File: config.mk
export PLATFORM = sky130hd
export DESIGN_NAME = unix_clock_top
export DESIGN_NICKNAME = d
export VERILOG_FILES = /design/src/verilog/unix_time_pkg.sv /design/src/verilog/time_capture.sv /design/src/verilog/epoch_splitter.sv /design/src/verilog/civil_date.sv /design/src/verilog/clock_time.sv /design/src/verilog/digit_serializer.sv /design/src/verilog/unix_clock_top.sv
export SDC_FILE = /design/constraint.sdc
export NUM_CORES = 1
export LEC_CHECK = 0
export BUFFER_PORTS_ARGS = -buffer_cell sky130_fd_sc_hd__buf_4
export CAP_MARGIN = 10
export CORE_UTILIZATION = 50
export DETAILED_ROUTE_END_ITERATION = 10
export GPL_ROUTABILITY_DRIVEN = 0
export PLACE_DENSITY_LB_ADDON = 0.3
export SLEW_MARGIN = 20
export SYNTH_ARGS = -nofsm -noshare
export SYNTH_HDL_FRONTEND = slang
export SYNTH_SLANG_ARGS = --single-unit
export TNS_END_PERCENT = 50
File: constraint.sdc
create_clock -name clk -period 45.4 [get_ports clk]
set_clock_uncertainty 0.2 [all_clocks]
set_input_delay 2.27 -clock clk [delete_from_list [all_inputs] [get_ports clk]]
set_output_delay 2.27 -clock clk [all_outputs]
set_load 0.005 [all_outputs]
File: src/verilog/unix_time_pkg.sv
// Unix time conversion package
`default_nettype none

package unix_time_pkg;

	// ==============================
	// Field types
	// ==============================
	typedef logic [30:0] epoch_t;       // Seconds since 1970-01-01
	typedef logic [14:0] day_count_t;   // Whole days since the epoch
	typedef logic [16:0] sec_of_day_t;  // 0 .. 86399
	typedef logic [2:0]  weekday_t;     // 0 is Sunday
	typedef logic [10:0] year_t;
	typedef logic [3:0]  month_t;       // 1 .. 12
	typedef logic [4:0]  mday_t;        // 1 .. 31
	typedef logic [4:0]  hour_t;
	typedef logic [5:0]  minute_t;      // Also used for seconds
	typedef logic [3:0]  bcd_digit_t;
	typedef logic [10:0] cycle_day_t;   // Day within a four-year cycle
	typedef logic [8:0]  year_day_t;    // Zero-based day within a year

	typedef struct packed {
		year_t  year;
		month_t month;
		mday_t  mday;
	} civil_date_t;

	typedef struct packed {
		hour_t   hour;
		minute_t minute;
		minute_t second;
	} clock_fields_t;

	typedef enum logic [1:0] {
		IDLE,
		LOAD,
		BUSY
	} serial_phase_t;

	// ==============================
	// Calendar constants
	// ==============================
	localparam int unsigned SECONDS_PER_DAY    = 86400;
	localparam int unsigned SECONDS_PER_HOUR   = 3600;
	localparam int unsigned SECONDS_PER_MINUTE = 60;
	localparam int unsigned DAYS_PER_WEEK      = 7;
	localparam int unsigned DAYS_PER_CYCLE     = 1461;  // 3 x 365 + 366
	localparam int unsigned MONTHS_PER_YEAR    = 12;
	localparam int unsigned EPOCH_YEAR         = 1970;
	localparam int unsigned EPOCH_WEEKDAY      = 4;     // Thursday
	localparam int unsigned DIGIT_COUNT        = 14;

	// 1972 is the third year of each cycle and the leap one
	localparam cycle_day_t CYCLE_YEAR_START [0:3] = '{11'd0, 11'd365, 11'd730, 11'd1096};

	localparam year_day_t MONTH_START_COMMON [0:MONTHS_PER_YEAR-1] = '{
		9'd0, 9'd31, 9'd59, 9'd90, 9'd120, 9'd151,
		9'd181, 9'd212, 9'd243, 9'd273, 9'd304, 9'd334
	};

	localparam year_day_t MONTH_START_LEAP [0:MONTHS_PER_YEAR-1] = '{
		9'd0, 9'd31, 9'd60, 9'd91, 9'd121, 9'd152,
		9'd182, 9'd213, 9'd244, 9'd274, 9'd305, 9'd335
	};

endpackage

`default_nettype wire

File: src/verilog/time_capture.sv
// Timestamp capture and start control
`timescale 1ns/1ps
`default_nettype none

module time_capture
	import unix_time_pkg::*;
(
	input  logic   clk,
	input  logic   rst_n,
	input  logic   in_valid,
	input  epoch_t in_time,
	input  logic   burst_done,
	output logic   start,
	output epoch_t stamp
);

	serial_phase_t phase;
	serial_phase_t phase_next;

	// ==============================
	// Input FSM
	// ==============================
	always_comb begin
		phase_next = phase;
		case (phase)
			IDLE:    if (in_valid) phase_next = LOAD;
			LOAD:    if (!in_valid) phase_next = BUSY;   // Falling edge of in_valid
			BUSY:    if (burst_done) phase_next = IDLE;
			default: phase_next = IDLE;
		endcase
	end

	always_ff @(posedge clk or negedge rst_n) begin
		if (!rst_n) begin
			phase <= IDLE;
			start <= 1'b0;
		end else begin
			phase <= phase_next;
			start <= (phase == LOAD) && !in_valid;  // One cycle after edge E
		end
	end

	// Last value seen while in_valid is high wins
	always_ff @(posedge clk) begin
		if (in_valid && (phase != BUSY)) begin
			stamp <= in_time;
		end
	end

endmodule

`default_nettype wire

File: src/verilog/epoch_splitter.sv
// Day and second-of-day split
`timescale 1ns/1ps
`default_nettype none

module epoch_splitter
	import unix_time_pkg::*;
(
	input  logic        clk,
	input  logic        rst_n,
	input  logic        start,
	input  epoch_t      stamp,
	output logic        split_valid,
	output day_count_t  days,
	output sec_of_day_t sec_of_day,
	output weekday_t    weekday
);

	day_count_t  days_c;
	sec_of_day_t sec_c;
	weekday_t    weekday_c;

	always_comb begin
		days_c    = day_count_t'(stamp / SECONDS_PER_DAY);
		sec_c     = sec_of_day_t'(stamp % SECONDS_PER_DAY);
		weekday_c = weekday_t'((32'(days_c) + EPOCH_WEEKDAY) % DAYS_PER_WEEK);
	end

	always_ff @(posedge clk or negedge rst_n) begin
		if (!rst_n) begin
			split_valid <= 1'b0;
		end else begin
			split_valid <= start;  // Edge E+1
		end
	end

	// Held until the next conversion starts
	always_ff @(posedge clk) begin
		if (start) begin
			days       <= days_c;
			sec_of_day <= sec_c;
			weekday    <= weekday_c;
		end
	end

endmodule

`default_nettype wire

File: src/verilog/civil_date.sv
// Calendar date from day count
`timescale 1ns/1ps
`default_nettype none

module civil_date
	import unix_time_pkg::*;
(
	input  logic        clk,
	input  logic        rst_n,
	input  logic        split_valid,
	input  day_count_t  days,
	output logic        date_valid,
	output civil_date_t date
);

	logic [4:0] cycle_idx;   // Whole four-year cycles, at most 17
	cycle_day_t cycle_day;
	logic [1:0] cycle_year;  // Year within the cycle
	logic       leap;
	year_day_t  year_day;
	year_day_t  month_base;  // First day of the found month
	month_t     month_idx;   // Zero-based month

	function automatic year_day_t month_start(input logic is_leap, input int m);
		return is_leap ? MONTH_START_LEAP[m] : MONTH_START_COMMON[m];
	endfunction

	// ==============================
	// Year and month search
	// ==============================
	always_comb begin
		cycle_idx  = 5'(days / DAYS_PER_CYCLE);
		cycle_day  = cycle_day_t'(days % DAYS_PER_CYCLE);

		cycle_year = 2'd0;
		for (int y = 1; y < 4; y++) begin
			if (cycle_day >= CYCLE_YEAR_START[y]) begin
				cycle_year = 2'(y);
			end
		end

		leap     = (cycle_year == 2'd2);  // 1972, 1976, ... 2036
		year_day = year_day_t'(cycle_day - CYCLE_YEAR_START[cycle_year]);

		// Last month whose start is not past the day
		month_idx  = '0;
		month_base = '0;
		for (int m = 0; m < MONTHS_PER_YEAR; m++) begin
			if (year_day >= month_start(leap, m)) begin
				month_idx  = month_t'(m);
				month_base = month_start(leap, m);
			end
		end
	end

	always_ff @(posedge clk or negedge rst_n) begin
		if (!rst_n) begin
			date_valid <= 1'b0;
		end else begin
			date_valid <= split_valid;  // Edge E+2
		end
	end

	always_ff @(posedge clk) begin
		if (split_valid) begin
			date.year  <= year_t'(EPOCH_YEAR + 4 * cycle_idx + cycle_year);
			date.month <= month_idx + 4'd1;
			date.mday  <= mday_t'(year_day - month_base + 9'd1);
		end
	end

endmodule

`default_nettype wire

File: src/verilog/clock_time.sv
// Hour, minute and second from seconds of day
`timescale 1ns/1ps
`default_nettype none

module clock_time
	import unix_time_pkg::*;
(
	input  logic          clk,
	input  logic          rst_n,
	input  logic          split_valid,
	input  sec_of_day_t   sec_of_day,
	output clock_fields_t clock
);

	logic [11:0]   sec_of_hour;  // 0 .. 3599
	clock_fields_t clock_c;

	always_comb begin
		sec_of_hour    = 12'(sec_of_day % SECONDS_PER_HOUR);
		clock_c.hour   = hour_t'(sec_of_day / SECONDS_PER_HOUR);
		clock_c.minute = minute_t'(sec_of_hour / SECONDS_PER_MINUTE);
		clock_c.second = minute_t'(sec_of_hour % SECONDS_PER_MINUTE);
	end

	// Same edge as the date result
	always_ff @(posedge clk or negedge rst_n) begin
		if (!rst_n) begin
			clock <= '0;
		end else if (split_valid) begin
			clock <= clock_c;
		end
	end

endmodule

`default_nettype wire

File: src/verilog/digit_serializer.sv
// BCD conversion and serial digit output
`timescale 1ns/1ps
`default_nettype none

module digit_serializer
	import unix_time_pkg::*;
(
	input  logic          clk,
	input  logic          rst_n,
	input  logic          date_valid,
	input  civil_date_t   date,
	input  clock_fields_t clock,
	input  weekday_t      weekday,
	output logic          out_valid,
	output bcd_digit_t    out_display,
	output weekday_t      out_day,
	output logic          burst_done
);

	logic [15:0] year_bcd;
	logic [15:0] month_bcd;
	logic [15:0] mday_bcd;
	logic [15:0] hour_bcd;
	logic [15:0] minute_bcd;
	logic [15:0] second_bcd;

	bcd_digit_t [DIGIT_COUNT-1:0] digits_c;  // Year thousands on top
	bcd_digit_t [DIGIT_COUNT-1:0] shift_q;
	logic [3:0]                   digit_cnt;  // Digits sent so far

	// Shift-and-add-3 over an 11-bit value, four digits
	function automatic logic [15:0] to_bcd(input logic [10:0] bin);
		logic [15:0] bcd;
		bcd = '0;
		for (int i = 10; i >= 0; i--) begin
			for (int d = 0; d < 4; d++) begin
				if (bcd[d*4 +: 4] > 4'd4) begin
					bcd[d*4 +: 4] = bcd[d*4 +: 4] + 4'd3;
				end
			end
			bcd = {bcd[14:0], bin[i]};
		end
		return bcd;
	endfunction

	always_comb begin
		year_bcd   = to_bcd(date.year);
		month_bcd  = to_bcd(11'(date.month));
		mday_bcd   = to_bcd(11'(date.mday));
		hour_bcd   = to_bcd(11'(clock.hour));
		minute_bcd = to_bcd(11'(clock.minute));
		second_bcd = to_bcd(11'(clock.second));
		digits_c   = {year_bcd, month_bcd[7:0], mday_bcd[7:0],
		              hour_bcd[7:0], minute_bcd[7:0], second_bcd[7:0]};
	end

	// ==============================
	// Burst control
	// ==============================
	always_ff @(posedge clk or negedge rst_n) begin
		if (!rst_n) begin
			out_valid   <= 1'b0;
			out_display <= '0;
			out_day     <= '0;
			digit_cnt   <= '0;
			burst_done  <= 1'b0;
		end else if (date_valid) begin
			out_valid   <= 1'b1;                      // Edge E+3
			out_display <= digits_c[DIGIT_COUNT-1];
			out_day     <= weekday;
			digit_cnt   <= 4'd1;
			burst_done  <= 1'b0;
		end else if (out_valid) begin
			if (digit_cnt == 4'(DIGIT_COUNT)) begin  // Burst over
				out_valid   <= 1'b0;
				out_display <= '0;
				out_day     <= '0;
				digit_cnt   <= '0;
				burst_done  <= 1'b0;
			end else begin
				out_display <= shift_q[DIGIT_COUNT-1];
				digit_cnt   <= digit_cnt + 4'd1;
				burst_done  <= (digit_cnt == 4'(DIGIT_COUNT - 1));  // With the last digit
			end
		end
	end

	// Remaining digits, top one goes out next
	always_ff @(posedge clk) begin
		if (date_valid) begin
			shift_q <= {digits_c[DIGIT_COUNT-2:0], bcd_digit_t'(0)};
		end else if (out_valid) begin
			shift_q <= {shift_q[DIGIT_COUNT-2:0], bcd_digit_t'(0)};
		end
	end

endmodule

`default_nettype wire

File: src/verilog/unix_clock_top.sv
// Unix time to calendar converter
`timescale 1ns/1ps
`default_nettype none

module unix_clock_top
	import unix_time_pkg::*;
(
	input  logic       clk,
	input  logic       rst_n,
	input  logic       in_valid,
	input  epoch_t     in_time,
	output logic       out_valid,
	output bcd_digit_t out_display,
	output weekday_t   out_day
);

	logic          start;
	epoch_t        stamp;
	logic          split_valid;
	day_count_t    days;
	sec_of_day_t   sec_of_day;
	weekday_t      weekday;
	logic          date_valid;
	civil_date_t   date;
	clock_fields_t clock;
	logic          burst_done;

	// ==============================
	// Input side
	// ==============================
	time_capture u_time_capture (
		.clk        (clk),
		.rst_n      (rst_n),
		.in_valid   (in_valid),
		.in_time    (in_time),
		.burst_done (burst_done),
		.start      (start),
		.stamp      (stamp)
	);

	// ==============================
	// Processing
	// ==============================
	epoch_splitter u_epoch_splitter (
		.clk         (clk),
		.rst_n       (rst_n),
		.start       (start),
		.stamp       (stamp),
		.split_valid (split_valid),
		.days        (days),
		.sec_of_day  (sec_of_day),
		.weekday     (weekday)
	);

	civil_date u_civil_date (
		.clk         (clk),
		.rst_n       (rst_n),
		.split_valid (split_valid),
		.days        (days),
		.date_valid  (date_valid),
		.date        (date)
	);

	clock_time u_clock_time (
		.clk         (clk),
		.rst_n       (rst_n),
		.split_valid (split_valid),
		.sec_of_day  (sec_of_day),
		.clock       (clock)
	);

	// ==============================
	// Output side
	// ==============================
	digit_serializer u_digit_serializer (
		.clk         (clk),
		.rst_n       (rst_n),
		.date_valid  (date_valid),
		.date        (date),
		.clock       (clock),
		.weekday     (weekday),
		.out_valid   (out_valid),
		.out_display (out_display),
		.out_day     (out_day),
		.burst_done  (burst_done)
	);

endmodule

`default_nettype wire

==> impl_table.tex <==
\begin{tabular}{lr}
\hline
Metric & Value \\
\hline
\multicolumn{2}{l}{\textbf{Yosys}} \\
\quad Syn Nets & 2791 \\
\quad Synthesized area per cell & 7.96 um\^{}2 \\
\quad Sequential cell area fraction in the yosys report & 0.232 \\
\quad Number of different library cells in the post-synthesis netlist & 132 \\
\quad Count of flip-flops with a built-in enable after synthesis & 129 \\
\quad Flip-flop cell with the highest count after synthesis & edfxtp\_1 \\
\quad Post-Synthesis Cell Area & 21200 um\^{}2 \\
\quad Count of yosys warnings during synthesis & 0 \\
\quad Number of flip-flops and latches in the synthesized netlist & 173 \\
\quad Gate Count Post-Synth & 2668 \\
\quad Async S/R FF share, synth & 0.202 \\
\multicolumn{2}{l}{\textbf{Critical path}} \\
\quad Critical path endpoint category & register \\
\quad Arrival @ worst endpoint & 24700 ps \\
\quad Delay of the slowest critical-path stage & 830 ps \\
\quad CP max FO & 20 \\
\quad Category of the most critical setup path & register to register \\
\quad Startpoint kind of the worst setup timing path & register \\
\quad Worst R2R Start & u\_time\_capture.stamp[21]\$\_DFFE\_PP\_ \\
\quad Reg-to-reg critical path endpoint & u\_epoch\_splitter.weekday[1]\$\_DFFE\_PP\_ \\
\quad Number of buffer and inverter instances along the worst setup path & 9 \\
\quad Worst R2R Path Depth & 73 \\
\quad Family with the most delay on the worst path & compound AO/OA/AOI/OAI gates \\
\quad Reg-to-reg slack, setup & 20740 ps \\
\quad Worst-path cell with the longest stage delay & a2111oi\_2 \\
\quad Data required time at the worst endpoint & 45430 ps \\
\multicolumn{2}{l}{\textbf{Place}} \\
\quad Count of port buffers added during placement & 41 \\
\quad Worst-case setup slack after placement & 21380 ps \\
\quad Post-DP HPWL & 39.8 mm \\
\quad DP Cell Count & 3141 \\
\multicolumn{2}{l}{\textbf{Finish}} \\
\quad Final-stage net count & 2744 \\
\quad Area growth from synthesis to final layout & 5.79\% \\
\quad Filler-free cell count of the finished design & 3173 \\
\quad Fraction of layout instances using a drive strength above 1 & 0.0862 \\
\quad Area occupied by multi-input gates & 15400 um\^{}2 \\
\quad Number of filler instances in the final layout & 3817 \\
\quad Flip-flop and latch area & 4930 um\^{}2 \\
\quad Count of inserted antenna diode cells & 0 \\
\multicolumn{2}{l}{\textbf{Detailed routing}} \\
\quad Average wire length per cell after detail routing & 16.7 um \\
\quad Residual DRC count & 0 \\
\quad Vias & 20100 \\
\quad Antenna-violating nets left & 0 \\
\quad Number of iterations in the first detailed-routing pass & 6 \\
\quad Detail-routed via count per cell & 6.33 \\
\quad Aggregate routed wire length & 53.1 mm \\
\quad 1st-iter DRT viols & 1813 \\
\multicolumn{2}{l}{\textbf{Clock network}} \\
\quad Root Driver & clkbuf\_16 \\
\quad Hold-fix buffers, CTS & 0 \\
\quad H-tree levels & 4 \\
\quad Resize count post-CTS & 0 \\
\quad Post-CTS setup buffer count & 0 \\
\quad Later-pin clock latency in the skew report & 500 ps \\
\quad Number of clock sinks & 173 \\
\quad Clk pin slew, worst setup/hold paths & 80 ps \\
\quad TritonCTS clock tree & yes \\
\quad Number of buffers inserted during clock tree synthesis & 17 \\
\quad Maximum count of clock buffers along a single path & 2 \\
\multicolumn{2}{l}{\textbf{Hold path}} \\
\quad Worst hold-check path type & register to register \\
\quad Number of stages on the worst hold path & 0 \\
\quad Startpoint of the worst hold path & u\_time\_capture.stamp[3]\$\_DFFE\_PP\_ \\
\quad Destination of the worst hold path & u\_epoch\_splitter.sec\_of\_day[3]\$\_DFFE\_PP\_ \\
\multicolumn{2}{l}{\textbf{Global route}} \\
\quad Maximum number of pins on one net before global-route repair & 61 \\
\quad Via count of the first global-routing pass & 18800 \\
\quad Global-route total usage across every layer & 0.243 \\
\quad Antenna violations before repair & 0 \\
\quad Total grt overflow & 0 \\
\quad First-pass GRT wire length & 89.4 mm \\
\multicolumn{2}{l}{\textbf{STA}} \\
\quad Timing-limited maximum frequency & 40.5 MHz \\
\quad Worst slew margin relative to its limit & 0.300 \\
\quad Setup repair after global routing missed its margin & no \\
\quad Total of endpoints with negative setup slack in the final report & 0 \\
\quad Min Tclk post-route & 24660 ps \\
\quad Fin crit share & 0.543 \\
\quad Final count of hold timing violations & 0 \\
\quad Sum of negative setup slack & 0 ps \\
\quad Post-route worst setup slack & 20740 ps \\
\quad Least-Margin Pin Slew & 1050 ps \\
\quad Final max-slew violation count & 0 \\
\multicolumn{2}{l}{\textbf{Floorplanning}} \\
\quad Die Area & 43300 um\^{}2 \\
\quad Effective utilization at floorplan & 0.506 \\
\quad Std-Cell Core Area & 41900 um\^{}2 \\
\quad DIE HEIGHT & 208 um \\
\quad Count of boundary I/O pins & 42 \\
\quad Die outline width & 208 um \\
\quad Standard-cell row count & 75 \\
\multicolumn{2}{l}{\textbf{Outcome}} \\
\quad Status & complete, no violations \\
\multicolumn{2}{l}{\textbf{Job}} \\
\quad Maximum Capacitance Violations & 0 \\
\hline
\end{tabular}
synth_stat cells, types with 34 or more instances:
cell type    n  share of area
a21o_1      44          0.016
mux2i_1     69          0.033
xor2_1      75          0.031
clkbuf_1    89          0.016
a31oi_1     38          0.011
ha_1        87          0.051
dfrtp_1     35          0.041
nor3_1      74          0.017
nand3_1     73          0.017
mux2_2      34          0.018
nor2_1     236          0.042
a21oi_1    196          0.046
a22o_1      34          0.014
nor2b_1     34          0.010
o21ai_0    158          0.037
edfxtp_1   129           0.18
xnor2_1    177          0.073
nand2_1    243          0.043
inv_1      114          0.020
through the flow:
step / hold slack [ps] / area (um^2) / util
after global placement: 237 / 21800 / 0.520
final: 256 / 22500 / 0.535
after detailed placement: 239 / 21800 / 0.520
after floorplan: 227 / 21200 / -
after global routing: 287 / 22500 / 0.535
after CTS: 258 / 22400 / 0.535
sequential cells by signal, indices dropped and copies added, names as in the netlist:
register                        cells
u_time_capture.stamp               31
u_civil_date.date                  20
u_digit_serializer.out_day          3
u_digit_serializer.digit_cnt        4
u_digit_serializer.burst_done       1
u_civil_date.date_valid             1
u_digit_serializer.out_valid        1
u_time_capture.phase                2
u_digit_serializer.shift_q         52
u_clock_time.clock                 17
u_epoch_splitter.days              15
u_epoch_splitter.sec_of_day        17
u_epoch_splitter.weekday            3
u_epoch_splitter.split_valid        1
u_digit_serializer.out_display      4
u_time_capture.start                1
worst register-to-register path, delay by kind of cell, from the launching register on:
| kind | cells | cell delay (ps) |
|---|---|---|
| xor+xnor | 3 | 570 |
| mux | 6 | 2530 |
| simple gates | 17 | 5200 |
| compound gates | 33 | 12120 |
| flops | 1 | 680 |
| buf+inv | 9 | 1780 |
| fa+ha+maj | 5 | 1340 |
cell families after synthesis:
group / count (synthesis) / share of synthesized area
multiplexers: 113 / 0.0567
AND/OR/NAND/NOR: 926 / 0.217
AO/OA/AOI/OAI: 851 / 0.280
flip-flops: 173 / 0.232
XOR/XNOR: 256 / 0.107
buffers and inverters: 242 / 0.0456
adder cells (fa/ha/maj): 107 / 0.0617
how the worst max path moves through the flow:
stage	start	to	slack, ps	cells past startpoint
floorplan	u_time_capture.stamp[21]$_DFFE_PP_	u_epoch_splitter.weekday[1]$_DFFE_PP_	26360	80
global placement	u_time_capture.stamp[21]$_DFFE_PP_	u_epoch_splitter.weekday[1]$_DFFE_PP_	22370	72
detailed placement	u_time_capture.stamp[21]$_DFFE_PP_	u_epoch_splitter.weekday[1]$_DFFE_PP_	21380	72
CTS	u_time_capture.stamp[21]$_DFFE_PP_	u_epoch_splitter.weekday[1]$_DFFE_PP_	21290	73
global route	u_time_capture.stamp[21]$_DFFE_PP_	u_epoch_splitter.weekday[1]$_DFFE_PP_	18810	75
finish	u_time_capture.stamp[21]$_DFFE_PP_	u_epoch_splitter.weekday[1]$_DFFE_PP_	20740	73
layer usage:
metal,vias to the layer above,part of all wire,global-route usage
met2,655,0.48,0.413
met1,9434,0.45,0.314
li1,9866,-,-
met5,-,0,0
met4,0,0.027,0.0927
met3,116,0.048,0.0308
cell usage in the layout (no fill, tap or decap), types with 38 or more instances in the layout:
| master | instances |
|---|---|
| a21o_1 | 44 |
| a21oi_1 | 196 |
| a31oi_1 | 38 |
| buf_4 | 52 |
| edfxtp_1 | 129 |
| ha_1 | 87 |
| inv_1 | 114 |
| mux2i_1 | 69 |
| nand2_1 | 243 |
| nand3_1 | 73 |
| nor2_1 | 235 |
| nor3_1 | 74 |
| o21ai_0 | 158 |
| xnor2_1 | 176 |
| xor2_1 | 75 |
final cells by class:
cell class	instances	area share
Clock buffer	17	0.0189
Multi-Input combinational cell	2253	0.684
Timing Repair Buffer	52	0.0174
Inverter	124	0.0209
Sequential cell	173	0.220
Tap cell	539	0.0300
Clock inverter	15	0.00919
Power is not shown: default switching activity piles up to over one toggle a cycle in this logic, so the estimate is an artifact.
